**src/rtl/ocyrus_pkg.sv**
```systemverilog
package ocyrus_pkg;

	// word geometry
	localparam int WIDTH = 8; // bits per parallel word, sent msb first

	// lock model
	// the pll and bufpll lock of the hardware is replaced by a fixed
	// number of word periods counted after reset
	localparam int LOCK_WORDS = 4; // load strobes seen before locked rises

	// a parallel word as it enters on word1_in / word2_in
	typedef logic [WIDTH-1:0] word_t;

	// bit position inside one word period, 0 .. WIDTH-1
	typedef logic [$clog2(WIDTH)-1:0] bit_count_t;

	// strobe count of the lock monitor, saturates at LOCK_WORDS
	typedef logic [2:0] lock_count_t;

endpackage
```
**src/rtl/ocyrus_double8.sv**
```systemverilog
`timescale 1ns/100ps

// double-word transmit serializer
// two 8-bit words enter on the word clock, each goes out on a t pin and a d pin
module ocyrus_double8 (
	input logic clock_in, // fast bit clock, replaces the pll xn output
	input logic reset, // synchronous, active high
	input ocyrus_pkg::word_t word1_in, // word for t1 and d1
	input ocyrus_pkg::word_t word2_in, // word for t2 and d2
	output logic word_clock_out, // divided word clock, words sampled on its rise
	output logic t1_out, // word1 serial, msb first
	output logic d1_out, // word1 serial, msb first
	output logic t2_out, // word2 serial, msb first
	output logic d2_out, // word2 serial, msb first
	output logic locked // clocking ready, words are being sent
);

	logic load_strobe; // shared serdes strobe for all four lanes

	// strobe and word clock from one bit counter
	word_strobe_gen strobe_gen (
		.clock_in(clock_in),
		.reset(reset),
		.load_strobe(load_strobe),
		.word_clock_out(word_clock_out)
	);

	// lock model, gates the lane loads
	lock_monitor lock_mon (
		.clock_in(clock_in),
		.reset(reset),
		.load_strobe(load_strobe),
		.locked(locked)
	);

	// word1 goes out twice, t and d are separate serializers on the same word
	oserdes_lane lane_t1 (
		.clock_in(clock_in),
		.reset(reset),
		.load(load_strobe),
		.enable(locked),
		.word_in(word1_in),
		.serial_out(t1_out)
	);

	oserdes_lane lane_d1 (
		.clock_in(clock_in),
		.reset(reset),
		.load(load_strobe),
		.enable(locked),
		.word_in(word1_in),
		.serial_out(d1_out)
	);

	// same arrangement for word2
	oserdes_lane lane_t2 (
		.clock_in(clock_in),
		.reset(reset),
		.load(load_strobe),
		.enable(locked),
		.word_in(word2_in),
		.serial_out(t2_out)
	);

	oserdes_lane lane_d2 (
		.clock_in(clock_in),
		.reset(reset),
		.load(load_strobe),
		.enable(locked),
		.word_in(word2_in),
		.serial_out(d2_out)
	);

endmodule

```
**src/rtl/oserdes_lane.sv**
```systemverilog
`timescale 1ns/100ps

// one output serializer, the behavioural stand-in for a master/slave oserdes pair
// parallel load on the strobe, then one bit per fast clock, msb first
module oserdes_lane (
	input logic clock_in, // fast bit clock
	input logic reset, // synchronous, active high
	input logic load, // serdes strobe, last bit of the word period
	input logic enable, // load enable, the lock flag
	input ocyrus_pkg::word_t word_in, // parallel word to send
	output logic serial_out // serial pin, msb first
);

	ocyrus_pkg::word_t shift_reg; // word being sent, msb at the top
	logic load_now; // strobe qualified by lock

	// no load before lock, so the register shifts out zeros
	assign load_now = load && enable;

	// parallel load or shift left
	// back-to-back loads land right after the previous lsb, no gap
	always_ff @(posedge clock_in) begin
		if (reset) begin
			shift_reg <= '0; // pin reads 0 after reset
		end else if (load_now) begin
			shift_reg <= word_in; // capture on the wrap edge
		end else begin
			shift_reg <= {shift_reg[ocyrus_pkg::WIDTH-2:0], 1'b0}; // next bit up, fill 0
		end
	end

	// the pin is the top bit of the register
	// cycle after the load edge shows bit WIDTH-1, seven cycles later bit 0
	assign serial_out = shift_reg[ocyrus_pkg::WIDTH-1];

endmodule

```
**src/rtl/lock_monitor.sv**
```systemverilog
`timescale 1ns/100ps

// stands in for the pll lock anded with the bufpll strobe alignment
// locked comes up after a fixed count of word periods and stays up
module lock_monitor (
	input logic clock_in, // fast bit clock
	input logic reset, // synchronous, active high, drops locked
	input logic load_strobe, // one pulse per word period
	output logic locked // sticky until the next reset
);

	ocyrus_pkg::lock_count_t strobe_count; // strobes seen since reset
	logic count_full; // this strobe is the last one needed
	logic count_step; // advance the counter on this edge

	// the LOCK_WORDS-th strobe sets locked on its own edge
	assign count_full = (strobe_count == ocyrus_pkg::lock_count_t'(ocyrus_pkg::LOCK_WORDS - 1));

	// counter stops once locked, so it saturates at LOCK_WORDS
	assign count_step = load_strobe && !locked;

	// strobe counter
	always_ff @(posedge clock_in) begin
		if (reset) begin
			strobe_count <= '0;
		end else if (count_step) begin
			strobe_count <= strobe_count + 1'b1; // never wraps, held after lock
		end
	end

	// sticky lock flag
	always_ff @(posedge clock_in) begin
		if (reset) begin
			locked <= 1'b0; // pins stay quiet until lock
		end else if (count_step && count_full) begin
			locked <= 1'b1; // rises together with the 4th word clock rise
		end
	end

endmodule

```
**src/rtl/word_strobe_gen.sv**
```systemverilog
`timescale 1ns/100ps

// fabric stand-in for the bufpll serdes strobe and the divided pll output
// one counter on the fast clock makes both the load strobe and the word clock
module word_strobe_gen (
	input logic clock_in, // fast bit clock, one bit per cycle
	input logic reset, // synchronous, active high
	output logic load_strobe, // one cycle pulse on the last bit of a word
	output logic word_clock_out // divided clock, high for first half of a word
);

	ocyrus_pkg::bit_count_t bit_count; // position within the current word period
	logic last_bit; // count sits at WIDTH-1, next edge wraps
	logic in_first_half; // still inside the high half after a wrap

	// decode of the counter
	assign last_bit = (bit_count == ocyrus_pkg::bit_count_t'(ocyrus_pkg::WIDTH - 1));
	assign in_first_half = (bit_count < ocyrus_pkg::bit_count_t'(ocyrus_pkg::WIDTH / 2 - 1));

	// bit counter, wraps every WIDTH cycles
	always_ff @(posedge clock_in) begin
		if (reset) begin
			bit_count <= '0; // first word period starts right after reset
		end else if (last_bit) begin
			bit_count <= '0; // wrap edge
		end else begin
			bit_count <= bit_count + 1'b1;
		end
	end

	// the strobe is the plain decode, so it lands in the cycle before the wrap
	// and the lanes load on the wrap edge itself
	assign load_strobe = last_bit;

	// registered word clock
	// rises on the wrap edge, holds for WIDTH/2 cycles, then drops
	// the counter runs from 0 after reset without a wrap, so the clock
	// stays low until the first real word boundary
	always_ff @(posedge clock_in) begin
		if (reset) begin
			word_clock_out <= 1'b0;
		end else if (last_bit) begin
			word_clock_out <= 1'b1; // rising edge coincides with the wrap
		end else if (!in_first_half) begin
			word_clock_out <= 1'b0; // second half of the word period
		end
	end

endmodule

```
**config.mk**
```make
export PLATFORM = sky130hd
export DESIGN_NAME = ocyrus_double8
export DESIGN_NICKNAME = d
export VERILOG_FILES = /design/src/rtl/ocyrus_pkg.sv /design/src/rtl/ocyrus_double8.sv /design/src/rtl/oserdes_lane.sv /design/src/rtl/lock_monitor.sv /design/src/rtl/word_strobe_gen.sv
export SDC_FILE = /design/constraint.sdc
export NUM_CORES = 1
export LEC_CHECK = 0
export BUFFER_PORTS_ARGS = -buffer_cell sky130_fd_sc_hd__buf_2
export CELL_PAD_IN_SITES_DETAIL_PLACEMENT = 0
export CELL_PAD_IN_SITES_GLOBAL_PLACEMENT = 1
export CORE_UTILIZATION = 35
export DETAILED_ROUTE_END_ITERATION = 6
export GPL_TIMING_DRIVEN = 1
export HOLD_SLACK_MARGIN = 0.1
export PLACE_DENSITY = 0.73
export SYNTH_ARGS = -nofsm -noshare
export SYNTH_HDL_FRONTEND = slang
export SYNTH_SLANG_ARGS = --single-unit
```
**constraint.sdc**
```tcl
create_clock -name clock_in -period 1.38 [get_ports clock_in]
set_clock_uncertainty 0.05 [all_clocks]
set_input_delay 0.207 -clock clock_in [delete_from_list [all_inputs] [get_ports clock_in]]
set_output_delay 0.207 -clock clock_in [all_outputs]
set_load 0.05 [all_outputs]
```
==> results.json <==
{
  "clk-insertion-delay-late_ns": 0.30,
  "clkSlewWorstSetupHoldPaths_ns": 0.12,
  "mostFrequentLayoutCells": "buf_2 (23), dfxtp_1 (22), nand2_1 (19)",
  "critPathKind": "flip-flop to primary output",
  "setup_viol": 0,
  "max_freq_ghz": 0.7586,
  "die_x_um": 54.91,
  "stdcell_area_um2": 1331,
  "power_frac_comb": 0.098,
  "die_y_um": 54.91,
  "grt_max_degree": 17,
  "hold_slack_ns": 0.1755,
  "netlist_area_um2": 979.7,
  "portBuffers": 23,
  "synthToLayoutAreaGrowth_pct": 35.89,
  "place.gp.congestion": 0.6816,
  "hold_path_class": "primary input to flip-flop",
  "dp_hpwl_um": 1179,
  "diodes": 0,
  "cts_setup_buffers": 0,
  "p_per_area_nw_per_um2": 835.9,
  "synth.yosys.seq_area_share": 0.4904,
  "cts_buffers": 3,
  "dp_worst_setup_slack_ns": 0.01186,
  "slowest_stage": "dfxtp_1",
  "status": "completed",
  "fin_util": 0.5185,
  "dp_cells": 148,
  "synth_largest_area_cell": "dfxtp_1",
  "reg2reg_depth": 5,
  "holdPathEnd": "lane_d1.shift_reg[6]",
  "worstReg2RegStart": "strobe_gen.bit_count[0]",
  "final_common_cell": "buf_2",
  "layout_min_cycle_time_ns": 1.318,
  "grt_pass1_vias": 700,
  "ctsRootBufferMaster": "clkbuf_4",
  "slowest_delay_ns": 0.45,
  "synth_top_area_frac": 0.4904,
  "p_sw_uw": 240.6,
  "crit_path_end_kind": "primary output",
  "initial_core_util": 0.3816,
  "setup_tns_ns": 0,
  "grt_usage": 0.1376,
  "drt-pass1-iter-count": 1,
  "core.rowCount": 18,
  "syn_avg_cell_area_um2": 9.997,
  "worst_pin_slew_ns": 0.2669,
  "grt_overflow": 0,
  "p_leak_nw": 0.5149,
  "rrSetupSlack_ns": 0.08,
  "intPower_uw": 872.3,
  "fp.coreArea_um2": 2567,
  "yosysWarnings": 0,
  "seq_power_share": 0.637,
  "grt_pass1_wl_um": 2891,
  "drc": 0,
  "syn-num-nets": 121,
  "cts_sinks": 24,
  "synthDistinctLibCells": 21,
  "num_io_pins": 24,
  "nFillCells": 268,
  "path_cells": "buf_2",
  "cts_tree": "done",
  "cp.required_ns": 1.12,
  "whs_path_depth": 2,
  "cts_max_path_buffers": 2,
  "final_cells": 168,
  "antenna_left": 0,
  "worstHoldStart": "reset",
  "cp_max_fo": 6,
  "irDropWorstVdd_v": 0.0006990,
  "syn_inst": 98,
  "worst_setup_path_start_kind": "flip-flop",
  "cts_max_level": 1,
  "wirelength_um": 1912,
  "num_vias": 769,
  "cp_num_buf_inv": 1,
  "slew_viol_final": 0,
  "slew_headroom": 0.8221,
  "switching_share": 0.2162,
  "reg2reg_to": "lock_mon.strobe_count[1]",
  "ys_seq_elements": 24,
  "p_total_mw": 1.113,
  "die_area_um2": 3015,
  "fin_crit_sh": 0.9553,
  "wire_per_inst_um": 11.38,
  "crit_arrival_ns": 1.06,
  "finalHoldViolCount": 0,
  "worst_slack_ns": 0.06174,
  "clock_power_share": 0.265,
  "first_iter_violations": 0,
  "path_delay_family": "flip-flops",
  "dpl_cell_area_um2": 1124,
  "via_per_inst": 4.577,
  "synth_area_leaders": "dfxtp_1 (49%), a21oi_2 (8.9%), nand2_1 (7.3%), nand2_2 (7.0%), ha_1 (6.4%)",
  "nets": 163,
  "antenna_found_initial": 0,
  "maxCapViolCount": 0,
  "drive_above_1_share": 0.4348
}
==> synthesized netlist by cell type, drive strengths merged <==
cell type  number
dfxtp          24
a211oi          1
nor2            5
and2b           1
nand2          30
nor3b           4
buf             6
a31oi           1
nor3            1
mux2i           1
and2            1
xnor2           1
ha              5
a21oi          15
inv             2
==> how the worst max path moves through the flow <==
stage	startpoint	endpoint	slack, ns	depth (start not counted)
3_3_place_gp	strobe_gen.bit_count[0]	lane_d2.shift_reg[7]	0.06	5
2_1_floorplan	lock_mon.locked	lane_d1.shift_reg[1]	0.04	4
6_report	lock_mon.locked	locked	0.06	1
3_5_place_dp	strobe_gen.bit_count[1]	lane_d2.shift_reg[7]	0.01	5
5_1_grt	strobe_gen.bit_count[0]	lock_mon.strobe_count[1]	-0.01	5
4_1_cts	strobe_gen.bit_count[1]	lane_d2.shift_reg[7]	0.007	5
==> timing repair <==
action / in CTS / in global routing
endpoints found under the setup margin: 3 / 15
gates resized for setup: 1 / 4
hold endpoints to repair: 16 / 0
hold buffers: 16 / 0
gates cloned: 0 / 1
==> logic make-up (layout without fill, tap and decap cells) <==
family,Yosys count,count (layout),share of synthesized area
buffers and inverters,8,47,0.06513
AO/OA/AOI/OAI,17,17,0.1341
flip-flops,24,24,0.4904
XOR/XNOR,1,1,0.008942
adder cells (fa/ha/maj),5,5,0.06386
AND/OR/NAND/NOR,42,43,0.2273
multiplexers,1,1,0.01022
==> layer usage <==
| metal | GRT usage | share of wire | up-vias |
|---|---|---|---|
| met3 | 0.05738 | 0.041 | 2 |
| met2 | 0.2430 | 0.53 | 17 |
| met4 | 0.02500 | 0.0052 | 0 |
| li1 | - | - | 397 |
| met1 | 0.1553 | 0.42 | 353 |
| met5 | 0 | 0 | - |
==> cell type report <==
cell class | instances | area (µm²) | area share
Inverter | 2 | 7.507 | 0.005639
Multi-Input combinational cell | 67 | 457.9 | 0.3440
Timing Repair Buffer | 42 | 322.8 | 0.2425
Sequential cell | 24 | 483.0 | 0.3628
Tap cell | 30 | 37.54 | 0.02820
Clock buffer | 3 | 22.52 | 0.01692
==> power by group through the flow <==
| stage | clock network (mW) | logic, mW | registers [mW] |
|---|---|---|---|
| global route | 0.342 | 0.117 | 0.710 |
| detailed placement | 0 | 0.0706 | 0.722 |
| finish | 0.295 | 0.109 | 0.709 |
| CTS | 0.307 | 0.106 | 0.706 |
| floorplan | 0 | 0.0259 | 0.721 |
| global placement | 0 | 0.0678 | 0.721 |
Power figures use the tool's default switching activity.
